**config.mk**
```make
export PLATFORM = sky130hd
export DESIGN_NAME = edge_job_control
export DESIGN_NICKNAME = d
export VERILOG_FILES = /design/src/verilog/edge_pkg.sv /design/src/verilog/edge_job_control.sv /design/src/verilog/edge_job_fifo.sv /design/src/verilog/edge_line_assembler.sv /design/src/verilog/edge_read_sequencer.sv
export SDC_FILE = /design/constraint.sdc
export NUM_CORES = 2
export LEC_CHECK = 0
export BUFFER_PORTS_ARGS = -buffer_cell sky130_fd_sc_hd__buf_2
export CORE_MARGIN = 3
export CORE_UTILIZATION = 35
export CTS_CLUSTER_DIAMETER = 30
export DETAILED_ROUTE_END_ITERATION = 10
export GPL_ROUTABILITY_DRIVEN = 0
export GPL_TIMING_DRIVEN = 0
export PLACE_DENSITY = 0.64
export SKIP_CTS_REPAIR_TIMING = 1
export SYNTH_ARGS = -nofsm -noshare
export SYNTH_HDL_FRONTEND = slang
export SYNTH_SLANG_ARGS = --single-unit
```
**constraint.sdc**
```tcl
create_clock -name clock -period 5.15 [get_ports clock]
set_input_delay 1.03 -clock clock [delete_from_list [all_inputs] [get_ports clock]]
set_output_delay 1.03 -clock clock [all_outputs]
set_load 0.05 [all_outputs]
```
**src/verilog/edge_pkg.sv**
```systemverilog
// shared sizes, enums and bus structs of the edge fetch unit
// sizes are scaled down: 32 byte cachelines of 4 byte edges, 8 edges per line
// edge i of a line sits at data bits [32i+31:32i], lowest address in the low bits
// EDGE_FIFO_DEPTH must stay a power of two

package edge_pkg;

	localparam int ADDR_W          = 32;
	localparam int EDGE_W          = 32;
	localparam int CACHELINE_BYTES = 32;
	localparam int EDGE_BYTES      = 4;
	localparam int LINE_EDGES      = CACHELINE_BYTES / EDGE_BYTES;
	localparam int LINE_W          = CACHELINE_BYTES * 8;
	localparam int COUNT_W         = 16;
	localparam int EDGE_FIFO_DEPTH = 16;

	// derived widths
	localparam int BYTE_OFF_W = $clog2(CACHELINE_BYTES);
	localparam int EDGE_SHIFT = $clog2(EDGE_BYTES);
	localparam int LINE_IDX_W = $clog2(LINE_EDGES);
	localparam int SIZE_W     = LINE_IDX_W + 1;
	localparam int FIFO_PTR_W = $clog2(EDGE_FIFO_DEPTH);

	typedef enum logic [1:0] {
		ARRAY_SRC,
		ARRAY_DEST,
		ARRAY_WEIGHT
	} array_sel_e;

	typedef enum logic [2:0] {
		IDLE,
		LOAD,
		WAIT,
		CALC,
		ISSUE_SRC,
		ISSUE_DEST,
		ISSUE_WEIGHT
	} seq_state_e;

	typedef struct packed {
		logic               valid;
		logic [COUNT_W-1:0] id;
		logic [COUNT_W-1:0] edge_idx;
		logic [COUNT_W-1:0] degree;
	} vertex_job_t;

	typedef struct packed {
		logic [ADDR_W-1:0] src_base;
		logic [ADDR_W-1:0] dest_base;
		logic [ADDR_W-1:0] weight_base;
	} array_base_t;

	// one line read, address is line aligned
	typedef struct packed {
		logic                  valid;
		array_sel_e            array_sel;
		logic [ADDR_W-1:0]     address;
		logic [SIZE_W-1:0]     real_size;
		logic [LINE_IDX_W-1:0] line_offset;
	} read_cmd_t;

	typedef struct packed {
		logic              valid;
		array_sel_e        array_sel;
		logic [LINE_W-1:0] data;
	} read_data_t;

	typedef struct packed {
		logic               valid;
		logic [COUNT_W-1:0] id;
		logic [EDGE_W-1:0]  src;
		logic [EDGE_W-1:0]  dest;
		logic [EDGE_W-1:0]  weight;
	} edge_job_t;

endpackage

```
**src/verilog/edge_job_control.sv**
```systemverilog
`timescale 1ns/1ps
// edge fetch unit: read sequencer, line assembler and edge FIFO
// read commands have no ready, the memory side must always accept them
// array_base must stay constant while jobs are in flight

module edge_job_control (
	input  logic                  clock,
	input  logic                  rstn,
	input  edge_pkg::vertex_job_t vertex_job,
	input  edge_pkg::array_base_t array_base,
	input  edge_pkg::read_data_t  read_data,
	input  logic                  edge_pop,
	output edge_pkg::read_cmd_t   read_cmd,
	output edge_pkg::edge_job_t   edge_job,
	output logic                  edge_empty
);
	import edge_pkg::*;

	read_cmd_t line_request;
	logic      assembler_busy;
	edge_job_t fifo_push;
	logic      fifo_full;

	// the assembler sees every command as it leaves
	assign read_cmd = line_request;

	edge_read_sequencer u_seq (
		.clock         (clock),
		.rstn          (rstn),
		.vertex_job    (vertex_job),
		.array_base    (array_base),
		.assembler_busy(assembler_busy),
		.read_cmd      (line_request)
	);

	edge_line_assembler u_asm (
		.clock         (clock),
		.rstn          (rstn),
		.read_cmd      (line_request),
		.read_data     (read_data),
		.fifo_full     (fifo_full),
		.assembler_busy(assembler_busy),
		.fifo_push     (fifo_push)
	);

	edge_job_fifo u_fifo (
		.clock(clock),
		.rstn (rstn),
		.push (fifo_push),
		.pop  (edge_pop),
		.full (fifo_full),
		.empty(edge_empty),
		.head (edge_job)
	);

endmodule

```
**src/verilog/edge_job_fifo.sv**
```systemverilog
`timescale 1ns/1ps
// circular edge FIFO with a registered head entry
// head.valid is high exactly while the FIFO holds an entry
// depth must be a power of two, pointers wrap naturally

module edge_job_fifo (
	input  logic                clock,
	input  logic                rstn,
	input  edge_pkg::edge_job_t push,
	input  logic                pop,
	output logic                full,
	output logic                empty,
	output edge_pkg::edge_job_t head
);
	import edge_pkg::*;

	edge_job_t             mem [EDGE_FIFO_DEPTH];
	logic [FIFO_PTR_W-1:0] wr_ptr;
	logic [FIFO_PTR_W-1:0] rd_ptr;
	logic [FIFO_PTR_W-1:0] rd_next;
	logic [FIFO_PTR_W:0]   count;
	logic [FIFO_PTR_W:0]   count_next;
	logic                  do_push;
	logic                  do_pop;
	logic                  head_from_push;
	edge_job_t             head_next;

	assign full    = (count == (FIFO_PTR_W+1)'(EDGE_FIFO_DEPTH));
	assign empty   = (count == '0);
	assign do_push = push.valid && !full;
	assign do_pop  = pop && !empty;
	assign rd_next = do_pop ? rd_ptr + 1'b1 : rd_ptr;

	assign count_next = count + do_push - do_pop;

	// new head is the incoming entry when nothing older remains
	assign head_from_push = empty || (do_pop && count == (FIFO_PTR_W+1)'(1));

	always_comb begin
		if (count_next == '0)
			head_next = '0;
		else if (head_from_push)
			head_next = push;
		else
			head_next = mem[rd_next];
		head_next.valid = (count_next != '0);
	end

	always_ff @(posedge clock or negedge rstn) begin
		if (!rstn) begin
			wr_ptr <= '0;
			rd_ptr <= '0;
			count  <= '0;
			head   <= '0;
		end else begin
			if (do_push)
				wr_ptr <= wr_ptr + 1'b1;
			rd_ptr <= rd_next;
			count  <= count_next;
			head   <= head_next;
		end
	end

	always_ff @(posedge clock) begin
		if (do_push)
			mem[wr_ptr] <= push;
	end

	a_no_push_full: assert property (@(posedge clock) disable iff (!rstn)
		push.valid |-> !full);

	a_no_pop_empty: assert property (@(posedge clock) disable iff (!rstn)
		pop |-> !empty);

endmodule

```
**src/verilog/edge_line_assembler.sv**
```systemverilog
`timescale 1ns/1ps
// gathers the src, dest and weight lines of one chunk and emits its edges
// each command must get exactly one response, responses may come in any order
// the edge id runs from reset and is never cleared

module edge_line_assembler (
	input  logic                 clock,
	input  logic                 rstn,
	input  edge_pkg::read_cmd_t  read_cmd,
	input  edge_pkg::read_data_t read_data,
	input  logic                 fifo_full,
	output logic                 assembler_busy,
	output edge_pkg::edge_job_t  fifo_push
);
	import edge_pkg::*;

	logic [1:0]            outstanding;
	// one bit per array_sel
	logic [2:0]            line_ready;
	logic [SIZE_W-1:0]     edges_left;
	logic [LINE_IDX_W-1:0] edge_sel;
	logic [COUNT_W-1:0]    edge_id;
	logic [LINE_W-1:0]     src_line;
	logic [LINE_W-1:0]     dest_line;
	logic [LINE_W-1:0]     weight_line;
	logic                  emit;
	logic                  last_edge;

	assign emit      = assembler_busy && (&line_ready) && (outstanding == '0) && !fifo_full;
	assign last_edge = emit && (edges_left == SIZE_W'(1));

	//////////////////////////////////////////////////
	// response tracking and edge walk
	//////////////////////////////////////////////////

	always_ff @(posedge clock or negedge rstn) begin
		if (!rstn) begin
			outstanding    <= '0;
			line_ready     <= '0;
			assembler_busy <= 1'b0;
			edges_left     <= '0;
			edge_sel       <= '0;
			edge_id        <= '0;
		end else begin
			if (read_cmd.valid && !read_data.valid)
				outstanding <= outstanding + 2'd1;
			else if (!read_cmd.valid && read_data.valid)
				outstanding <= outstanding - 2'd1;

			// src command opens the chunk
			if (read_cmd.valid && read_cmd.array_sel == ARRAY_SRC) begin
				assembler_busy <= 1'b1;
				edges_left     <= read_cmd.real_size;
				edge_sel       <= read_cmd.line_offset;
			end

			if (read_data.valid)
				line_ready[read_data.array_sel] <= 1'b1;

			if (emit) begin
				edge_id    <= edge_id + 1'b1;
				edge_sel   <= edge_sel + 1'b1;
				edges_left <= edges_left - 1'b1;
			end

			// chunk done, lines free for the next triple
			if (last_edge) begin
				assembler_busy <= 1'b0;
				line_ready     <= '0;
			end
		end
	end

	always_ff @(posedge clock) begin
		if (read_data.valid) begin
			case (read_data.array_sel)
				ARRAY_SRC:    src_line    <= read_data.data;
				ARRAY_DEST:   dest_line   <= read_data.data;
				ARRAY_WEIGHT: weight_line <= read_data.data;
				default:      ;
			endcase
		end
	end

	always_comb begin
		fifo_push        = '0;
		fifo_push.valid  = emit;
		fifo_push.id     = edge_id;
		fifo_push.src    = src_line[edge_sel*EDGE_W +: EDGE_W];
		fifo_push.dest   = dest_line[edge_sel*EDGE_W +: EDGE_W];
		fifo_push.weight = weight_line[edge_sel*EDGE_W +: EDGE_W];
	end

	a_resp_expected: assert property (@(posedge clock) disable iff (!rstn)
		read_data.valid |-> (outstanding != '0));

	// sequencer must hold off a new triple until the chunk has drained
	a_no_overlap: assert property (@(posedge clock) disable iff (!rstn)
		(read_cmd.valid && read_cmd.array_sel == ARRAY_SRC) |-> !assembler_busy);

endmodule

```
**src/verilog/edge_read_sequencer.sv**
```systemverilog
`timescale 1ns/1ps
// splits a vertex job into cacheline chunks, three reads per chunk
// a job is taken only if its id differs from the last accepted one
// commands are single cycle pulses, the read port is assumed to always accept
// a new chunk waits until the assembler has drained the previous one

module edge_read_sequencer (
	input  logic                  clock,
	input  logic                  rstn,
	input  edge_pkg::vertex_job_t vertex_job,
	input  edge_pkg::array_base_t array_base,
	input  logic                  assembler_busy,
	output edge_pkg::read_cmd_t   read_cmd
);
	import edge_pkg::*;

	seq_state_e         state;
	seq_state_e         next_state;
	vertex_job_t        job_q;
	logic               accept;
	logic [COUNT_W-1:0] edges_left;
	logic [ADDR_W-1:0]  byte_offset;

	// chunk arithmetic
	logic [BYTE_OFF_W-1:0] remainder;
	logic [ADDR_W-1:0]     aligned_offset;
	logic [LINE_IDX_W-1:0] calc_offset;
	logic [SIZE_W-1:0]     line_room;
	logic [SIZE_W-1:0]     calc_size;

	// held for the three issue cycles
	logic [ADDR_W-1:0]     chunk_aligned;
	logic [SIZE_W-1:0]     chunk_size;
	logic [LINE_IDX_W-1:0] chunk_offset;

	assign accept = (state == IDLE) && vertex_job.valid &&
		(!job_q.valid || (vertex_job.id != job_q.id));

	assign remainder      = byte_offset[BYTE_OFF_W-1:0];
	assign aligned_offset = byte_offset - ADDR_W'(remainder);
	assign calc_offset    = remainder[BYTE_OFF_W-1:EDGE_SHIFT];
	assign line_room      = SIZE_W'(LINE_EDGES) - SIZE_W'(calc_offset);
	assign calc_size      = (edges_left < COUNT_W'(line_room)) ?
		edges_left[SIZE_W-1:0] : line_room;

	//////////////////////////////////////////////////
	// state machine
	//////////////////////////////////////////////////

	always_comb begin
		next_state = state;
		case (state)
			IDLE: begin
				if (accept)
					next_state = LOAD;
			end
			LOAD: begin
				// degree 0 jobs end here
				if (job_q.degree == '0)
					next_state = IDLE;
				else if (assembler_busy)
					next_state = WAIT;
				else
					next_state = CALC;
			end
			WAIT: begin
				if (!assembler_busy)
					next_state = CALC;
			end
			CALC:         next_state = ISSUE_SRC;
			ISSUE_SRC:    next_state = ISSUE_DEST;
			ISSUE_DEST:   next_state = ISSUE_WEIGHT;
			ISSUE_WEIGHT: next_state = (edges_left != '0) ? WAIT : IDLE;
			default:      next_state = IDLE;
		endcase
	end

	always_ff @(posedge clock or negedge rstn) begin
		if (!rstn) begin
			state       <= IDLE;
			job_q       <= '0;
			edges_left  <= '0;
			byte_offset <= '0;
		end else begin
			state <= next_state;
			if (accept)
				job_q <= vertex_job;
			if (state == LOAD) begin
				edges_left  <= job_q.degree;
				byte_offset <= ADDR_W'(job_q.edge_idx) << EDGE_SHIFT;
			end
			if (state == CALC) begin
				edges_left  <= edges_left - COUNT_W'(calc_size);
				// next chunk always starts on a line boundary
				byte_offset <= aligned_offset + ADDR_W'(CACHELINE_BYTES);
			end
		end
	end

	always_ff @(posedge clock) begin
		if (state == CALC) begin
			chunk_aligned <= aligned_offset;
			chunk_size    <= calc_size;
			chunk_offset  <= calc_offset;
		end
	end

	//////////////////////////////////////////////////
	// command output, src then dest then weight
	//////////////////////////////////////////////////

	always_comb begin
		read_cmd = '0;
		case (state)
			ISSUE_SRC: begin
				read_cmd.array_sel = ARRAY_SRC;
				read_cmd.address   = array_base.src_base + chunk_aligned;
			end
			ISSUE_DEST: begin
				read_cmd.array_sel = ARRAY_DEST;
				read_cmd.address   = array_base.dest_base + chunk_aligned;
			end
			ISSUE_WEIGHT: begin
				read_cmd.array_sel = ARRAY_WEIGHT;
				read_cmd.address   = array_base.weight_base + chunk_aligned;
			end
			default: read_cmd.array_sel = ARRAY_SRC;
		endcase
		if (state == ISSUE_SRC || state == ISSUE_DEST || state == ISSUE_WEIGHT) begin
			read_cmd.valid       = 1'b1;
			read_cmd.real_size   = chunk_size;
			read_cmd.line_offset = chunk_offset;
		end
	end

	// chunk size comes from the edge count loaded two states earlier
	a_no_empty_cmd: assert property (@(posedge clock) disable iff (!rstn)
		read_cmd.valid |-> (read_cmd.real_size != '0));

endmodule
```
# Yosys cells after proc, flatten, opt, wreduce, memory -nomap -nowiden
# Memory sizes are Yosys's and may differ from the RTL's.
# Index checks and enable logic that the tools add are counted.
# Widths: inputs -> output; s select.
[totals]
n_memories = 1
elab_cells = 138
in_bits = 407
ram_bits = 1808
reg_bits = 1062
[op_classes]
n_lt_le_gt_ge = 3
addsub = 16
shift = 3
n_reduce_logical = 41
eq_ne = 14
mux = 32
bitwise = 1
[memory_table]
columns = ["name", "words", "width", "read_ports", "rd_ports_with_merged_regs", "write_ports", "line", "rtl"]
rows = [
  ["u_fifo.mem", 16, 113, 1, 0, 1, "edge_job_fifo.sv:17", "edge_job_t mem [EDGE_FIFO_DEPTH];"],
]
[ops]
columns = ["op", "n"]
rows = [
  ["$shiftx 256x9->32", 3],
  ["$mux 112", 2],
  ["$add 32x32->32", 3],
  ["$pmux 32 s3", 1],
  ["$mux 32", 2],
  ["$add 32x6->32 const B", 1],
  ["$mux 16", 2],
  ["$sub 32x5->32", 1],
  ["$mux 3", 7],
  ["$pmux 3 s7", 1],
  ["$add 16x1->16 const B", 1],
  ["$logic_not 16->1", 1],
  ["$lt 16x4->1", 1],
  ["$mux 4", 4],
  ["$ne 16x16->1", 1],
  ["$reduce_bool 16->1", 1],
  ["$sub 16x4->16", 1],
  ["$logic_and 1x1->1", 13],
  ["$logic_not 5->1", 2],
  ["$reduce_bool 2->1", 5],
  ["$eq 3x3->1 const B", 3],
  ["$add 4x1->4 const B", 2],
  ["$reduce_and 2->1", 4],
  ["$mux 1", 7],
  ["29 further kinds", 41],
]

# Logic depth before layout (Yosys ltp)
[depth]
word_depth = 9
depth_mapped = 20

# By module
# Synthesis repeated with hierarchy kept, for this count alone.
[unflattened]
hier_cells = 8313
hier_area_um2 = 128902.4
[by_module_without_submodules]
columns = ["mod", "seq_area_each_um2", "instances", "cells_each", "area_per_inst_um2"]
rows = [
  ["edge_job_fifo", 56964.6, 1, 6139, 90252.8],
  ["edge_line_assembler", 23787.8, 1, 1241, 30120.1],
  ["edge_read_sequencer", 3473.3, 1, 933, 8529.4],
]

# Worst setup path before layout
# No wires, ideal clock.
[synth_path]
kind = "input -> register"
startpoint = "in read_data[257] (netlist bit)"
endpoint = "reg u_asm.dest_line[0], enable pin"
setup_time_ns = 1.247
t_arrival_ns = 19.580
cell_stages = 1
path_slack_ns = -15.677
cell_sequence = "nor3b_1"
[synth_between]
elab_chain_cells = 2
[synth_rtl]
columns = ["item", "line", "rtl"]
rows = [
  ["from (decl)", "edge_job_control.sv:11", "input edge_pkg::read_data_t read_data,"],
  ["$eq 2x1->1", "edge_line_assembler.sv:76", "case (read_data.array_sel)"],
  ["$reduce_and 2->1 (no line)", "n/a", ""],
  ["to (signal assigned)", "edge_line_assembler.sv:78", "ARRAY_DEST: dest_line <= read_data.data;"],
  ["to (decl)", "edge_line_assembler.sv:24", "logic [LINE_W-1:0] dest_line;"],
]
# No other way between the ends.
# A chain may end at the register's enable or synchronous reset.

==> flow_summary.toml <==
[grt]
grt.overflow.total = 0
grt_pass1_vias = 69000
grt_usage = 0.212
grt_max_degree = 113
grt_pass1_wl_mm = 498
antenna_found_initial = 169

[timing]
fmax_mhz = 180
worstMarginPinSlew_ns = 1.44
setup_viol = 16
slew_headroom = 0.0433
post-route-period-util = 1.08
maxSlewViolCount = 0
holdWs_ns = 0.0477
hold_viol_final = 0
finalClockSkew_ns = 0.0826
rsz0062_at_grt = "yes"
fin_ws_ns = -0.417
finalCriticalPeriod_ns = 5.57

[place]
pre_cts_slack_ns = -3.15
hpwl_mm = 238
portBuffers = 562

[setup_path]
critical_path_class = "flop to primary output"
cp_common_cell = "buf_6"
path_max_fanout = 10
endpoint = "read_cmd[37]"
cp_slowest_stage_delay_ns = 0.45
cp-start-kind = "flop"
cp_num_buf_inv = 4
cp_top_family = "compound AO/OA/AOI/OAI gates"
critPathSlowestCell = "dfrtp_2"
crit_required_ns = 4.12
r2r_slack_ns = 0.04
worstReg2RegStart = "u_fifo.count[3]"
cp-end-kind = "primary output"
setup.worst_path.start = "u_seq.state[1]"
path_depth = 16
timing.rr.end = "u_fifo.head[0]"
crit_chain = "buf_6 -> nand2_4 -> nor2_4 -> buf_6 -> buf_6 -> a22oi_2 -> nand2_4 -> ha_4 -> a21oi_4 -> o21ai_4 -> a21o_1 -> a221o_1 -> or3_1 -> o22ai_2 -> mux2i_4 -> buf_6"
arrival_ns = 4.54
worst_r2r_path_depth = 12

[floorplan]
die_area_sq_um = 325000
start_util = 0.353
die_h_um = 570
die_x_um = 570
pin_count = 563
rows = 206
coreArea_sq_um = 316000

[cts]
numClockSinks = 2847
numCtsBuffers = 533
path_clk_slew_ns = 0.05
clk-insertion-delay-late_ns = 1.01
cts-root-buf = "clkbuf_16"
htreeDepth = 6
cts_buffer_depth = 4
cts_tree = "done"

[drt]
detail-route-antenna-nets = 0
wire_per_inst_um = 28.0
viasPerCell = 5.52
routed_wl_mm = 356
route.detailed.drc = 0
drt_iter0_markers = 9850
dr.pass1.iters = 6
vias = 70200

[cells_and_area]
syn2layout_area_growth_pct = 27.4
final_net_count = 8481
drive_gt1_frac = 0.271
fill_cells = 26700

[hold_path]
min_path_type = "primary input to asynchronous set/reset pin"

[pwr]
pwr-share-seq = 0.307
clockPowerShare = 0.340
p_leak_nw = 49.7
swShare = 0.389
intPower_mw = 62.7
switchingPower_mw = 39.9
comb_power_share = 0.353
peakVddDrop_mv = 0.383
p_per_area_nw_per_um2 = 723

[status]
status = "complete, but fails checks"
violations = "negative setup slack"

[synth]
async_flop_share = 0.0889
yosysWarnings = 0
synth_flop_cell = "edfxtp_1"
synth.distinct_cells = 81
synth-edff-count = 2594
syn-num-nets = 7257
syn_inst = 6798
synth-seq-cells = 2847
ys_seq_area_frac = 0.756
syn_avg_cell_area_sq_um = 16.4
synth_area_sq_um = 111000

[run]
drv_cap = 0
-- through the flow --
step | total power [mW] | std cells | area [sq um] | utilization | TNS, ns
floorplan | 50.5 | 6798 | 111000 | - | -1419.20
global placement | 65.5 | 11500 | 119000 | 0.378 | -
detailed placement | 66.1 | 11600 | 121000 | 0.384 | -276.69
CTS | 101 | 12600 | 140000 | 0.443 | -299.68
global route | 106 | 12600 | 142000 | 0.449 | -5.54
finish | 103 | 12700 | 142000 | 0.449 | -3.38
-- cell type report --
class,instances,area [sq um],share of cell area
Clock buffer,615,13800,0.0971
Buffer,410,1890,0.0133
Timing Repair Buffer,693,5270,0.0371
Tap cell,4160,5200,0.0367
Sequential cell,2847,84200,0.594
Clock inverter,359,4620,0.0326
Multi-Input combinational cell,3487,26500,0.187
Antenna cell,84,210,0.00148
Inverter,50,194,0.00137
-- worst min-delay path by stage --
stage                     from               to  slack, ns  cells past startpoint
2_1_floorplan  u_seq.job_q[48]  u_seq.job_q[48]       0.43                      1
3_5_place_dp   u_seq.job_q[48]  u_seq.job_q[48]       0.45                      1
5_1_grt                   rstn  u_fifo.head[68]       0.07                      1
3_3_place_gp   u_seq.job_q[48]  u_seq.job_q[48]       0.44                      1
4_1_cts                   rstn  u_fifo.head[52]       0.02                      1
6_report                  rstn  u_fifo.head[38]       0.05                      1
-- kinds of logic after synthesis --
kind of cell / share of synthesized area
xor+xnor: 0.00519
flops: 0.756
other cells: 0.0000337
compound gates: 0.0553
buf+inv: 0.0172
fa+ha+maj: 0.00607
simple gates: 0.0624
mux: 0.0975
-- power by group through the flow --
stage               clock (mW)  sequential (mW)  combinational, mW
floorplan                    0             33.2               17.3
global placement             0             32.1               33.4
detailed placement           0             31.9               34.2
CTS                       35.2             31.5               34.4
global route              36.5             31.7               37.8
finish                    34.9             31.5               36.2
-- cells in the mapped netlist, types with 5 or more instances --
library cell,n,area (sq um)
o21ai_0,165,826
xnor2_1,44,385
dfrtp_1,253,6330
nor4_1,164,1030
a22oi_1,30,225
buf_6,8,90.1
nor3b_1,10,75.1
a21o_1,15,113
a221oi_1,10,87.6
inv_1,48,180
buf_2,89,445
a22o_1,7,61.3
a31oi_1,10,62.6
a221o_1,6,60.1
nor2_1,80,300
o22ai_1,160,1000
xor2_1,17,149
edfxtp_1,2594,77900
o211ai_1,6,45.0
clkbuf_1,259,972
mux4_2,264,5950
a21oi_1,501,2510
mux2i_1,326,3260
nand3_1,33,165
or2_2,6,37.5
nand2_1,1053,3950
a2111oi_0,74,648
mux2_2,147,1660
a311oi_1,7,61.3
nand4_1,20,125
buf_1,57,214
nor3_1,137,686
a211oi_1,6,45.0
nand2b_1,7,43.8
nor2b_1,10,62.6
or4_1,5,37.5
ha_1,50,626
o21a_1,8,60.1
and3_1,23,144
and2_1,24,150
-- cell usage in the layout, fill, tap and decap left out, types with 16 or more instances in the layout --
master	n
xnor2_1	44
buf_6	32
clkbuf_2	16
inv_1	47
ha_1	28
a22oi_1	18
ha_4	18
clkinv_4	40
o22ai_1	159
buf_8	21
buf_2	639
o21ai_0	158
nand2_1	1032
mux2_2	147
mux4_2	264
nor2_1	72
a21oi_1	488
buf_1	50
nor3_2	45
buf_4	48
nor3_1	80
diode_2	84
clkinv_1	60
clkinv_2	68
clkbuf_16	536
clkinvlp_4	55
buf_16	54
edfxtp_1	2594
bufinv_16	53
nor4_1	161
a2111oi_0	67
inv_6	24
nand3_1	31
and3_1	18
dfrtp_1	250
clkbuf_1	291
mux2i_1	324
clkinv_16	36
nand4_1	20
-- flip-flops by register name (all words and copies together), names as in the netlist --
signal	count
u_asm.edge_sel	3
u_seq.edges_left	16
u_fifo.rd_ptr	4
u_seq.byte_offset	30
u_asm.dest_line	256
u_asm.src_line	256
u_seq.job_q	49
u_asm.outstanding	2
u_fifo.head	113
u_asm.weight_line	256
u_fifo.mem	1792
u_asm.edge_id	16
u_asm.edges_left	4
u_seq.state	3
u_asm.line_ready	3
u_seq.chunk_size	4
u_asm.assembler_busy	1
u_seq.chunk_aligned	27
u_fifo.count	5
u_fifo.wr_ptr	4
u_seq.chunk_offset	3
-- layer usage --
layer  wire length (um)  share of wire  global-route usage  up-vias
met2             160000           0.45               0.320     4399
li1                   -              -                   -    29200
met1             138000           0.39               0.283    35600
met4              12400          0.035              0.0744      140
met3              44500           0.12              0.0720      837
met5                907         0.0025                   0        -
Note: power is estimated with default switching activity, not from simulation.
